[config.mk]
export PLATFORM = sky130hd
export DESIGN_NAME = csr_unit
export DESIGN_NICKNAME = d
export VERILOG_FILES = /design/src/source/csr_pkg.sv /design/src/source/csr_unit.sv /design/src/source/trap_ctrl.sv /design/src/source/mcycle_counter.sv /design/src/source/csr_regfile.sv /design/src/source/csr_decoder.sv
export SDC_FILE = /design/constraint.sdc
export NUM_CORES = 1
export LEC_CHECK = 0
export BUFFER_PORTS_ARGS = -buffer_cell sky130_fd_sc_hd__buf_2
export CORE_MARGIN = 5
export CORE_UTILIZATION = 45
export CTS_CLUSTER_SIZE = 10
export DETAILED_ROUTE_END_ITERATION = 6
export HOLD_SLACK_MARGIN = 0.12
export PLACE_DENSITY_LB_ADDON = 0.12
export SETUP_SLACK_MARGIN = 0.2
export SKIP_LAST_GASP = 1
export SLEW_MARGIN = 20
export SYNTH_ARGS = -nofsm -noshare
export SYNTH_HDL_FRONTEND = slang
export SYNTH_SLANG_ARGS = --single-unit
[constraint.sdc]
create_clock -name clk -period 3.55 [get_ports clk]
set_input_delay 0 -clock clk [delete_from_list [all_inputs] [get_ports clk]]
set_output_delay 0 -clock clk [all_outputs]
set_load 0.02 [all_outputs]
[src/source/csr_pkg.sv]
package csr_pkg;

    // datapath width of the core
    localparam int XLEN = 64;

    // each mcycle half is written separately
    localparam int HALF_W = XLEN / 2;

    // machine-mode CSR addresses
    localparam logic [11:0] ADDR_MEPC    = 12'h341;
    localparam logic [11:0] ADDR_MTVEC   = 12'h305;
    localparam logic [11:0] ADDR_MSTATUS = 12'h300;
    localparam logic [11:0] ADDR_MCAUSE  = 12'h342;
    localparam logic [11:0] ADDR_MCYCLE  = 12'hB00;
    localparam logic [11:0] ADDR_MCYCLEH = 12'hB80;

    // MPP = 11 (machine), UXL/SXL = 2
    localparam logic [XLEN-1:0] MSTATUS_RESET = 64'h0000_000a_0000_1800;

    localparam int MSTATUS_MIE_BIT  = 3;
    localparam int MSTATUS_MPIE_BIT = 7;

    // instruction fields
    localparam logic [6:0]  OPC_SYSTEM = 7'b1110011;
    localparam logic [2:0]  F3_CSRRW   = 3'b001;
    localparam logic [2:0]  F3_CSRRS   = 3'b010;
    localparam logic [2:0]  F3_CSRRC   = 3'b011;
    localparam logic [31:0] MRET_INSTR = 32'h3020_0073;

    typedef enum logic [1:0] {
        OP_NONE,
        OP_RW,
        OP_RS,
        OP_RC
    } csr_op_e;

    typedef enum logic [1:0] {
        ST_RUN,
        ST_ENTER,
        ST_RETURN
    } trap_state_e;

endpackage
[src/source/csr_unit.sv]
`timescale 1ns/1ps

module csr_unit (
    input  logic                     clk,
    input  logic                     rst_n,
    input  logic                     valid_i,
    input  logic [31:0]              instr_i,
    input  logic [csr_pkg::XLEN-1:0] pc_i,
    input  logic [csr_pkg::XLEN-1:0] rs1_data_i,
    input  logic                     exception_i,
    input  logic [csr_pkg::XLEN-1:0] cause_i,
    output logic [csr_pkg::XLEN-1:0] csr_rdata_o,
    output logic                     illegal_o,
    output logic                     redirect_o,
    output logic [csr_pkg::XLEN-1:0] redirect_pc_o
);

    csr_pkg::csr_op_e         op;
    logic [11:0]              csr_addr;
    logic                     is_mret;
    logic                     squash;
    logic                     trap_enter;
    logic                     trap_return;
    logic [csr_pkg::XLEN-1:0] regfile_rdata;
    logic [csr_pkg::XLEN-1:0] cycle_rdata;
    logic [csr_pkg::XLEN-1:0] mtvec;
    logic [csr_pkg::XLEN-1:0] mepc;

    csr_decoder u_decoder (
        .instr_i    (instr_i),
        .valid_i    (valid_i),
        .squash_i   (squash),
        .op_o       (op),
        .csr_addr_o (csr_addr),
        .is_mret_o  (is_mret),
        .illegal_o  (illegal_o)
    );

    csr_regfile u_regfile (
        .clk           (clk),
        .rst_n         (rst_n),
        .op_i          (op),
        .csr_addr_i    (csr_addr),
        .wdata_i       (rs1_data_i),
        .pc_i          (pc_i),
        .cause_i       (cause_i),
        .trap_enter_i  (trap_enter),
        .trap_return_i (trap_return),
        .rdata_o       (regfile_rdata),
        .mtvec_o       (mtvec),
        .mepc_o        (mepc)
    );

    mcycle_counter u_mcycle (
        .clk        (clk),
        .rst_n      (rst_n),
        .op_i       (op),
        .csr_addr_i (csr_addr),
        .wdata_i    (rs1_data_i),
        .rdata_o    (cycle_rdata)
    );

    trap_ctrl u_trap (
        .clk           (clk),
        .rst_n         (rst_n),
        .valid_i       (valid_i),
        .exception_i   (exception_i),
        .is_mret_i     (is_mret),
        .mtvec_i       (mtvec),
        .mepc_i        (mepc),
        .trap_enter_o  (trap_enter),
        .trap_return_o (trap_return),
        .squash_o      (squash),
        .redirect_o    (redirect_o),
        .redirect_pc_o (redirect_pc_o)
    );

    // at most one source addressed, the other reads zero
    assign csr_rdata_o = regfile_rdata | cycle_rdata;

endmodule

[src/source/trap_ctrl.sv]
`timescale 1ns/1ps

module trap_ctrl (
    input  logic                     clk,
    input  logic                     rst_n,
    input  logic                     valid_i,
    input  logic                     exception_i,
    input  logic                     is_mret_i,
    input  logic [csr_pkg::XLEN-1:0] mtvec_i,
    input  logic [csr_pkg::XLEN-1:0] mepc_i,
    output logic                     trap_enter_o,
    output logic                     trap_return_o,
    output logic                     squash_o,
    output logic                     redirect_o,
    output logic [csr_pkg::XLEN-1:0] redirect_pc_o
);

    csr_pkg::trap_state_e state_q;
    csr_pkg::trap_state_e state_d;

    logic running;

    // inputs are only honoured outside the redirect cycle
    assign running = (state_q == csr_pkg::ST_RUN);

    // exception has priority over a retiring MRET
    assign trap_enter_o  = running & exception_i;
    assign trap_return_o = running & valid_i & is_mret_i & ~exception_i;

    always_comb begin
        state_d = state_q;
        case (state_q)
            csr_pkg::ST_RUN: begin
                if (trap_enter_o) begin
                    state_d = csr_pkg::ST_ENTER;
                end else if (trap_return_o) begin
                    state_d = csr_pkg::ST_RETURN;
                end
            end
            csr_pkg::ST_ENTER:  state_d = csr_pkg::ST_RUN;
            csr_pkg::ST_RETURN: state_d = csr_pkg::ST_RUN;
            default:            state_d = csr_pkg::ST_RUN;
        endcase
    end

    always_ff @(posedge clk or negedge rst_n) begin
        if (!rst_n) begin
            state_q <= csr_pkg::ST_RUN;
        end else begin
            state_q <= state_d;
        end
    end

    // one redirect per trap state, fetch drops what it presented meanwhile
    assign redirect_o = ~running;
    assign squash_o   = redirect_o;

    always_comb begin
        case (state_q)
            csr_pkg::ST_ENTER:  redirect_pc_o = {mtvec_i[csr_pkg::XLEN-1:2], 2'b00};
            csr_pkg::ST_RETURN: redirect_pc_o = mepc_i;
            default:            redirect_pc_o = '0;
        endcase
    end

endmodule

[src/source/mcycle_counter.sv]
`timescale 1ns/1ps

module mcycle_counter (
    input  logic                     clk,
    input  logic                     rst_n,
    input  csr_pkg::csr_op_e         op_i,
    input  logic [11:0]              csr_addr_i,
    input  logic [csr_pkg::XLEN-1:0] wdata_i,
    output logic [csr_pkg::XLEN-1:0] rdata_o
);

    logic [csr_pkg::XLEN-1:0]   count_q;
    logic                       sel_lo;
    logic                       sel_hi;
    logic                       wr_en;
    logic [csr_pkg::HALF_W-1:0] mask;
    logic [csr_pkg::HALF_W-1:0] old_half;
    logic [csr_pkg::HALF_W-1:0] new_half;

    assign sel_lo = (op_i != csr_pkg::OP_NONE) && (csr_addr_i == csr_pkg::ADDR_MCYCLE);
    assign sel_hi = (op_i != csr_pkg::OP_NONE) && (csr_addr_i == csr_pkg::ADDR_MCYCLEH);

    assign mask     = wdata_i[csr_pkg::HALF_W-1:0];
    assign old_half = sel_hi ? count_q[csr_pkg::XLEN-1:csr_pkg::HALF_W]
                             : count_q[csr_pkg::HALF_W-1:0];

    always_comb begin
        case (op_i)
            csr_pkg::OP_RW: new_half = mask;
            csr_pkg::OP_RS: new_half = old_half | mask;
            csr_pkg::OP_RC: new_half = old_half & ~mask;
            default:        new_half = old_half;
        endcase
    end

    // set/clear with an empty mask is a plain read, the count keeps running
    assign wr_en = (sel_lo | sel_hi) && ((op_i == csr_pkg::OP_RW) || (mask != '0));

    always_ff @(posedge clk or negedge rst_n) begin
        if (!rst_n) begin
            count_q <= '0;
        end else if (wr_en && sel_hi) begin
            count_q[csr_pkg::XLEN-1:csr_pkg::HALF_W] <= new_half;
        end else if (wr_en) begin
            count_q[csr_pkg::HALF_W-1:0] <= new_half;
        end else begin
            count_q <= count_q + 1'b1;
        end
    end

    // mcycleh reads back zero-extended
    assign rdata_o = sel_lo ? count_q
                   : sel_hi ? {{csr_pkg::HALF_W{1'b0}}, count_q[csr_pkg::XLEN-1:csr_pkg::HALF_W]}
                   : '0;

endmodule

[src/source/csr_regfile.sv]
`timescale 1ns/1ps

module csr_regfile (
    input  logic                     clk,
    input  logic                     rst_n,
    input  csr_pkg::csr_op_e         op_i,
    input  logic [11:0]              csr_addr_i,
    input  logic [csr_pkg::XLEN-1:0] wdata_i,
    input  logic [csr_pkg::XLEN-1:0] pc_i,
    input  logic [csr_pkg::XLEN-1:0] cause_i,
    input  logic                     trap_enter_i,
    input  logic                     trap_return_i,
    output logic [csr_pkg::XLEN-1:0] rdata_o,
    output logic [csr_pkg::XLEN-1:0] mtvec_o,
    output logic [csr_pkg::XLEN-1:0] mepc_o
);

    logic [csr_pkg::XLEN-1:0] mepc_q;
    logic [csr_pkg::XLEN-1:0] mtvec_q;
    logic [csr_pkg::XLEN-1:0] mstatus_q;
    logic [csr_pkg::XLEN-1:0] mcause_q;

    logic sel_mepc;
    logic sel_mtvec;
    logic sel_mstatus;
    logic sel_mcause;

    logic [csr_pkg::XLEN-1:0] old_val;
    logic [csr_pkg::XLEN-1:0] new_val;

    // one-hot select, only for an active op
    always_comb begin
        sel_mepc    = 1'b0;
        sel_mtvec   = 1'b0;
        sel_mstatus = 1'b0;
        sel_mcause  = 1'b0;
        if (op_i != csr_pkg::OP_NONE) begin
            case (csr_addr_i)
                csr_pkg::ADDR_MEPC:    sel_mepc    = 1'b1;
                csr_pkg::ADDR_MTVEC:   sel_mtvec   = 1'b1;
                csr_pkg::ADDR_MSTATUS: sel_mstatus = 1'b1;
                csr_pkg::ADDR_MCAUSE:  sel_mcause  = 1'b1;
                default: ;
            endcase
        end
    end

    // and-or mux, zero when nothing here is addressed
    assign old_val = ({csr_pkg::XLEN{sel_mepc}}    & mepc_q)
                   | ({csr_pkg::XLEN{sel_mtvec}}   & mtvec_q)
                   | ({csr_pkg::XLEN{sel_mstatus}} & mstatus_q)
                   | ({csr_pkg::XLEN{sel_mcause}}  & mcause_q);

    assign rdata_o = old_val;

    always_comb begin
        case (op_i)
            csr_pkg::OP_RW: new_val = wdata_i;
            csr_pkg::OP_RS: new_val = old_val | wdata_i;
            csr_pkg::OP_RC: new_val = old_val & ~wdata_i;
            default:        new_val = old_val;
        endcase
    end

    // mepc, low two bits stay zero
    always_ff @(posedge clk or negedge rst_n) begin
        if (!rst_n) begin
            mepc_q <= '0;
        end else if (trap_enter_i) begin
            mepc_q <= {pc_i[csr_pkg::XLEN-1:2], 2'b00};
        end else if (sel_mepc) begin
            mepc_q <= {new_val[csr_pkg::XLEN-1:2], 2'b00};
        end
    end

    // mtvec, direct mode only
    always_ff @(posedge clk or negedge rst_n) begin
        if (!rst_n) begin
            mtvec_q <= '0;
        end else if (sel_mtvec) begin
            mtvec_q <= {new_val[csr_pkg::XLEN-1:2], 2'b00};
        end
    end

    // mstatus: trap entry and MRET only move MIE/MPIE
    always_ff @(posedge clk or negedge rst_n) begin
        if (!rst_n) begin
            mstatus_q <= csr_pkg::MSTATUS_RESET;
        end else if (trap_enter_i) begin
            mstatus_q[csr_pkg::MSTATUS_MPIE_BIT] <= mstatus_q[csr_pkg::MSTATUS_MIE_BIT];
            mstatus_q[csr_pkg::MSTATUS_MIE_BIT]  <= 1'b0;
        end else if (trap_return_i) begin
            mstatus_q[csr_pkg::MSTATUS_MIE_BIT]  <= mstatus_q[csr_pkg::MSTATUS_MPIE_BIT];
            mstatus_q[csr_pkg::MSTATUS_MPIE_BIT] <= 1'b1;
        end else if (sel_mstatus) begin
            mstatus_q <= new_val;
        end
    end

    always_ff @(posedge clk or negedge rst_n) begin
        if (!rst_n) begin
            mcause_q <= '0;
        end else if (trap_enter_i) begin
            mcause_q <= cause_i;
        end else if (sel_mcause) begin
            mcause_q <= new_val;
        end
    end

    // trap_ctrl builds the redirect target from these
    assign mtvec_o = mtvec_q;
    assign mepc_o  = mepc_q;

endmodule

[src/source/csr_decoder.sv]
`timescale 1ns/1ps

module csr_decoder (
    input  logic [31:0]     instr_i,
    input  logic            valid_i,
    input  logic            squash_i,
    output csr_pkg::csr_op_e op_o,
    output logic [11:0]     csr_addr_o,
    output logic            is_mret_o,
    output logic            illegal_o
);

    logic             qualified;
    logic             is_system;
    logic             addr_known;
    csr_pkg::csr_op_e raw_op;

    // instruction only counts when presented and not in a redirect cycle
    assign qualified  = valid_i & ~squash_i;
    assign is_system  = (instr_i[6:0] == csr_pkg::OPC_SYSTEM);
    assign csr_addr_o = instr_i[31:20];

    // register forms only, immediate forms fall through to OP_NONE
    always_comb begin
        raw_op = csr_pkg::OP_NONE;
        if (qualified && is_system) begin
            case (instr_i[14:12])
                csr_pkg::F3_CSRRW: raw_op = csr_pkg::OP_RW;
                csr_pkg::F3_CSRRS: raw_op = csr_pkg::OP_RS;
                csr_pkg::F3_CSRRC: raw_op = csr_pkg::OP_RC;
                default:           raw_op = csr_pkg::OP_NONE;
            endcase
        end
    end

    always_comb begin
        case (csr_addr_o)
            csr_pkg::ADDR_MEPC,
            csr_pkg::ADDR_MTVEC,
            csr_pkg::ADDR_MSTATUS,
            csr_pkg::ADDR_MCAUSE,
            csr_pkg::ADDR_MCYCLE,
            csr_pkg::ADDR_MCYCLEH: addr_known = 1'b1;
            default:               addr_known = 1'b0;
        endcase
    end

    // unknown address: flag it and hide the op from the data blocks
    assign illegal_o = (raw_op != csr_pkg::OP_NONE) & ~addr_known;
    assign op_o      = illegal_o ? csr_pkg::OP_NONE : raw_op;

    // full 32-bit match, no partial decode
    assign is_mret_o = qualified & (instr_i == csr_pkg::MRET_INSTR);

endmodule

# == After elaboration in Yosys (flattened, before gate mapping) ==
# Cells that the tools add are included.
# Widths: inputs -> output; s select.
# totals
ff_bits,320
word_cells,101
inputBits,228
output_inout_bits,130
# classes
mux,33
n_reduce_logical,15
n_eq_ne,18
n_bitwise,26
n_addsub,1
# op_table
operator,n
$and 64x64->64,5
$mux 64,5
$or 64x64->64,5
$pmux 64 s3,1
$mux 32,5
$pmux 64 s2,1
$pmux 32 s3,1
$add 64x1->64 const B,1
$not 64->64,1
$eq 12x10->1 const B,4
$and 32x32->32,1
$eq 32x30->1 const B,1
$not 32->32,1
$or 32x32->32,1
$reduce_bool 32->1,1
$eq 12x12->1 const B,2
$mux 1,13
$mux 2,5
$mux 8,1
$reduce_bool 2->1,4
$eq 7x7->1 const B,1
$and 1x1->1,6
$eq 2x2->1 const B,3
$eq 3x2->1 const B,2
other kinds (13),22

# == Longest topological paths before layout ==
# logic_depth
depth_word,18
depth_mapped,13
ltp_nobuf,9

# == Hierarchy ==
# From an unflattened synthesis, not the netlist that was laid out.
# hier_totals
hier_cells,2927
area_unflattened_um2,24113.1
# modules_own_cells
mod,cells_each,seq_area_each_um2,area_per_inst_um2,n_inst
csr_regfile,1909,6311.1,16174.3,1
mcycle_counter,756,1601.5,6037.0,1
trap_ctrl,160,50.0,1232.4,1
csr_unit,64,0.0,400.4,1
csr_decoder,38,0.0,269.0,1

# == Worst setup path after synthesis ==
# OpenSTA, ideal clock, no wires.
# synth_path
kind,flip-flop to flip-flop
from,register u_trap.state_q[0]
to,register u_mcycle.count_q[61] in the netlist's numbering
t_required_ps,3426
setup_slack_ps,641
period_less_slack_ps,2909
setup_time_ps,124
t_arrival_ps,2785
path_buffers,2
path_stages_with_launch,11
cell_sequence,dfrtp_1 inv_1 ha_1 and4_1 nand4b_1 nor3_1 buf_2 buf_2 mux2i_1 o21ai_0 a211o_1
# synth_via
elab_chain_cells,13
elab_cells_between_ends,23
classes_between,eq/ne (4); mux (5); bitwise (5); reduce/logical (9)
# synth_rtl
item,line,text
start: declaration,trap_ctrl.sv:18,csr_pkg::trap_state_e state_q;
start signal: assignment,trap_ctrl.sv:48,state_q <= csr_pkg::ST_RUN;
start signal: assignment,trap_ctrl.sv:50,state_q <= state_d;
$logic_not 2->1 (*),trap_ctrl.sv:24,assign running = (state_q == csr_pkg::ST_RUN);
$and 1x1->1 (*),csr_decoder.sv:19,assign qualified = valid_i & ~squash_i;
$logic_and 1x1->1 (*),csr_decoder.sv:26,if (qualified && is_system) begin
$mux 2 (*),csr_decoder.sv:26,
$reduce_bool 2->1,csr_decoder.sv:49,assign illegal_o = (raw_op != csr_pkg::OP_NONE) & ~addr_known;
$and 1x1->1,csr_decoder.sv:49,
$mux 2 (*),csr_decoder.sv:50,assign op_o = illegal_o ? csr_pkg::OP_NONE : raw_op;
$reduce_bool 2->1,"mcycle_counter.sv:20, mcycle_counter.sv:21",
"$logic_and 1x1->1, on equally long branches","mcycle_counter.sv:21, mcycle_counter.sv:20",
$mux 32 / $or 1x1->1 (equally long branches),"mcycle_counter.sv:24, mcycle_counter.sv:37",
"$and 32x32->32, or another cell as far along",mcycle_counter.sv:31,csr_pkg::OP_RC: new_half = old_half & ~mask;
$pmux 32 s3 / $logic_and 1x1->1 (equally long branches),"mcycle_counter.sv:28, mcycle_counter.sv:42",
$mux 32 / $ne 2x2->1 (equally long branches),--,
end signal: indexed assignment,mcycle_counter.sv:43,count_q[csr_pkg::XLEN-1:csr_pkg::HALF_W] <= new_half;
end signal: indexed assignment,mcycle_counter.sv:45,count_q[csr_pkg::HALF_W-1:0] <= new_half;
end signal: assignment,mcycle_counter.sv:47,count_q <= count_q + 1'b1;
end: declaration,mcycle_counter.sv:12,logic [csr_pkg::XLEN-1:0] count_q;
# Mark *: on every way between the ends. The rest lies on a longest branch, timed or not.
# A chain may end at the register's enable or synchronous reset.

# == Final worst setup path ==
# layout_path
from,register u_trap.state_q[1]
to,"register u_regfile.mepc_q, in the netlist u_regfile.mepc_o[62]"
# layout_via
elab_chain_cells,17
elab_cells_between_ends,29
classes_between,eq/ne (3); mux (9); bitwise (12); reduce/logical (5)
# layout_rtl
item,line,text
$logic_not 2->1 (*),trap_ctrl.sv:24,
$and 1x1->1,csr_decoder.sv:19,
$logic_and 1x1->1,csr_decoder.sv:26,
$mux 2,csr_decoder.sv:26,
$reduce_bool 2->1,csr_decoder.sv:49,
$and 1x1->1,csr_decoder.sv:49,
$mux 2,csr_decoder.sv:50,
$reduce_bool 2->1,csr_regfile.sv:37,if (op_i != csr_pkg::OP_NONE) begin
$mux 1,csr_regfile.sv:37,
"$and 64x64->64, on equally long branches","csr_regfile.sv:49, csr_regfile.sv:50",
$or 64x64->64,csr_regfile.sv:50,| ({csr_pkg::XLEN{sel_mtvec}} & mtvec_q)
$or 64x64->64,csr_regfile.sv:51,| ({csr_pkg::XLEN{sel_mstatus}} & mstatus_q)
$or 64x64->64,csr_regfile.sv:52,| ({csr_pkg::XLEN{sel_mcause}} & mcause_q);
$and 64x64->64 / $or 64x64->64 (equally long branches),"csr_regfile.sv:60, csr_regfile.sv:59",
$pmux 64 s3,csr_regfile.sv:57,case (op_i)
$mux 64,csr_regfile.sv:71,end else if (sel_mepc) begin
$mux 64,csr_regfile.sv:69,end else if (trap_enter_i) begin
end signal: assignment,csr_regfile.sv:70,"mepc_q <= {pc_i[csr_pkg::XLEN-1:2], 2'b00};"
end signal: assignment,csr_regfile.sv:72,"mepc_q <= {new_val[csr_pkg::XLEN-1:2], 2'b00};"
end: declaration,csr_regfile.sv:18,logic [csr_pkg::XLEN-1:0] mepc_q;
# Mark *: on every way between the ends. The rest lies on a longest branch, timed or not. The select of a mux whose other input is x is not followed.

==> impl_metrics.csv <==
group,metric,value,unit
status,run_status,"complete, no violations",
grt,grt_start_max_net_pins,87,
grt,antenna_found_initial,6,
sta,fin_setup_tns,0,ps
setup_path,criticalPathCategory,"reg2reg",
final_layout,drive_gt1_frac,0.2045,
placed_design,gp_congestion,1.004,
logic_synthesis,ys_seq_area_frac,0.3758,
logic_synthesis,avgSynthCellArea,8.431,um2
floorplanning,dieWidth,227.0,um
cts,cts_max_level,2,
logic_synthesis,synthArstFlopShare,1.000,
setup_path,crit_path_cell_trace,"inv_1 > ha_2 > and4_2 > nand3_1 > or2_2 > buf_4 > nor3_4 > buf_12 > mux2i_1 > o21ai_0 > dlygate4sd3_1",
routing,routedWlPerCell,28.29,um
setup_path,end_kind,"flop",
cts,cts_sinks,318,
sta,post-route-period-util,0.9546,
routing,drt_iter0_markers,3466,
power_and_ir_drop,max-vdd-ir-drop,0.3986,mV
logic_synthesis,synth-main-ff-cell,"dfrtp_1",
grt,overflow,0,
cts,cts_root_buf,"clkbuf_16",
power_and_ir_drop,p_int,8.021,mW
sta,skew,16.36,ps
logic_synthesis,synthAdderAreaFrac,0.002362,
routing,dr_total_vias,25383,
logic_synthesis,netlist_instances,2513,
placed_design,portBuffers,353,
logic_synthesis,synth_seq_cells,318,
power_and_ir_drop,switching_share,0.3201,
routing,vias_per_cell,6.855,
setup_path,critPathMaxStageDelay,600,ps
power_and_ir_drop,seqPwrFrac,0.422,
floorplanning,core_area,0.04656,mm2
floorplanning,dieHeight,227.0,um
power_and_ir_drop,p_leak,11.80,nW
sta,rsz0062_at_grt,"yes",
routing,postRouteAntennaNets,0,
setup_path,cp_slowest_cell,"dlygate4sd3_1",
routing,wl,104700,um
setup_path,cp_top_family,"buffers and inverters",
routing,drc_errors,0,
logic_synthesis,yosysWarnings,0,
power_and_ir_drop,comb_power_share,0.246,
grt,grt_pass1_wl,152000,um
run,maxCapViolations,0,
final_layout,final_cell_mix,"350 x buf_2, 314 x dfrtp_1, 263 x dlygate4sd3_1",
logic_synthesis,ys_types,87,
grt,grt_use_total,0.3832,
sta,max_freq,0.2951,GHz
cts,clkTransAtPathRegs,60,ps
sta,slew_viol_final,0,
routing,first_pass_iters,6,
logic_synthesis,synth.cell_area,0.02119,mm2
power_and_ir_drop,power_density,418.4,mW/mm2
sta,worst_slew_pin_slew,899.3,ps
floorplanning,rows,79,
cts,cts_buffers,40,
cts,clock_path_buffers,3,
setup_path,required,4000,ps
grt,grt_pass1_vias,24361,
setup_path,reg2reg_depth,11,
setup_path,crit_fanout,24,
worst_hold_path,holdCritPathClass,"in2async",
logic_synthesis,synth_top_family_by_area,"compound AO/OA/AOI/OAI gates",
final_layout,layout_commonest_cell,"buf_2",
power_and_ir_drop,p_switching,3.777,mW
floorplanning,io_pins,358,
logic_synthesis,synth-edff-count,0,
final_layout,fin_nets,3293,
logic_synthesis,synth_compound_area_frac,0.3320,
final_layout,syn2layout_area_growth,33.08,%
placed_design,dp_hpwl,67430,um
logic_synthesis,synth.area.mux_share,0.03100,
cts,cts_tree,"yes",
floorplanning,start_util,0.4551,
sta,whs,106.4,ps
setup_path,arrival,3840,ps
sta,period_minus_slack,3389,ps
setup_path,path_depth,11,
logic_synthesis,yosys.area_share.simple,0.1905,
floorplanning,die_area,0.05152,mm2
setup_path,worstSetupStartpointType,"flop",
sta,finalSetupViolCount,0,
logic_synthesis,synth_xor_area_frac,0.01158,
power_and_ir_drop,p_clk_frac,0.332,
sta,slew-limit-headroom,0.4005,
sta,hold_violations,0,
cts,insertion_delay,580,ps
setup_path,worst-path-buf-inv,4,
## synthesized netlist by cell type (all sizes together), types with 60 or more instances
library cell,number,area share
clkbuf,210,0.039
mux2i,60,0.028
nor2,206,0.036
dfrtp,314,0.37
a21oi,103,0.024
a21o,86,0.030
nor3,66,0.016
a32oi,67,0.028
a211oi,61,0.022
a22oi,155,0.055
nand2,205,0.037
nand4,89,0.027
nor2b,66,0.019
o21ai,269,0.064
## cells by family after synthesis
| group | Yosys count |
|---|---|
| AOI/OAI and AO/OA | 1006 |
| xor gates and xnor gates | 28 |
| buffers and inverters | 281 |
| and+or+nand+nor | 810 |
| adders and majority gates | 4 |
| other | 1 |
| DFF | 318 |
| muxes | 65 |
## per-layer routing
metal  global-route usage  up-vias  wire (um)
li1                     -    10768          -
met1               0.5216    12264      40330
met2               0.5682     1969      45450
met3               0.1216      378      13710
met4               0.1607        4       5243
met5                    0        -         14
## sequential cells by signal, summed over array words and instances, names as in the netlist
signal,count
u_regfile.mepc_o,62
u_regfile.mcause_q,64
u_regfile.mstatus_q,64
u_trap.state_q,2
u_mcycle.count_q,64
u_regfile.mtvec_o,62
## layout make-up
| cell class | instances | area [um2] |
|---|---|---|
| tap | 607 | 759.5 |
| fill | 4085 | 18360 |
| timing repair buffer | 772 | 6031 |
| clock buffer | 67 | 1152 |
| multi-input combinational | 1915 | 12190 |
| sequential | 318 | 7963 |
| inverter | 14 | 52.55 |
| antenna | 5 | 12.51 |
| clock inverter | 5 | 40.04 |
## metrics by stage
| step | utilization | cells | setup WS (ps) | instance area [um2] | total power [mW] |
|---|---|---|---|---|---|
| 5_1_grt | 0.6055 | 3701 | 45.36 | 28190 | 12.26 |
| 3_3_place_gp | 0.5151 | 3340 | 305.1 | 23980 | 7.062 |
| 6_report | 0.6056 | 3703 | 161.2 | 28200 | 11.80 |
| 2_1_floorplan | - | 2514 | 641.2 | 21190 | 6.221 |
| 3_5_place_dp | 0.5151 | 3340 | 257.7 | 23980 | 7.146 |
| 4_1_cts | 0.5993 | 3679 | 232.2 | 27900 | 11.67 |
## power groups by stage
stage                     Combinational [mW]  Clock [mW]  Sequential [mW]
after floorplan                         1.41           0             4.81
after detailed placement                2.15           0             4.99
after global placement                  2.09           0             4.97
final                                   2.90        3.92             4.98
after global routing                    3.13        4.06             5.06
after CTS                               2.80        3.93             4.94
## timing repair
action,4_1_cts,5_1_grt
setup endpoints to repair,54,118
resized for setup,7,18
cloned,1,4
setup buffers,2,15
pin swaps,0,16
hold buffers,264,0
hold endpoints to repair,574,0
## worst min-delay path, cell delays in order
cell	delay [ps]
dlygate4sd3_1	560
buf_8	200
buf_12	300
## path summary, 6_finish.rpt
path | startpoint | to | slack, ps
worst max-delay path | u_trap.state_q[1] | u_regfile.mepc_o[62] | 160
worst min-delay path | rst_n | u_mcycle.count_q[21] | 110
worst max register to register | u_trap.state_q[1] | u_regfile.mepc_o[62] | 160
worst min register to register | u_regfile.mstatus_q[57] | u_regfile.mstatus_q[57] | 480
max in group asynchronous | rst_n | u_regfile.mstatus_q[33] | 2820
min in group clk | instr_i[27] | u_mcycle.count_q[55] | 140
(Power assumes the default switching activity.)
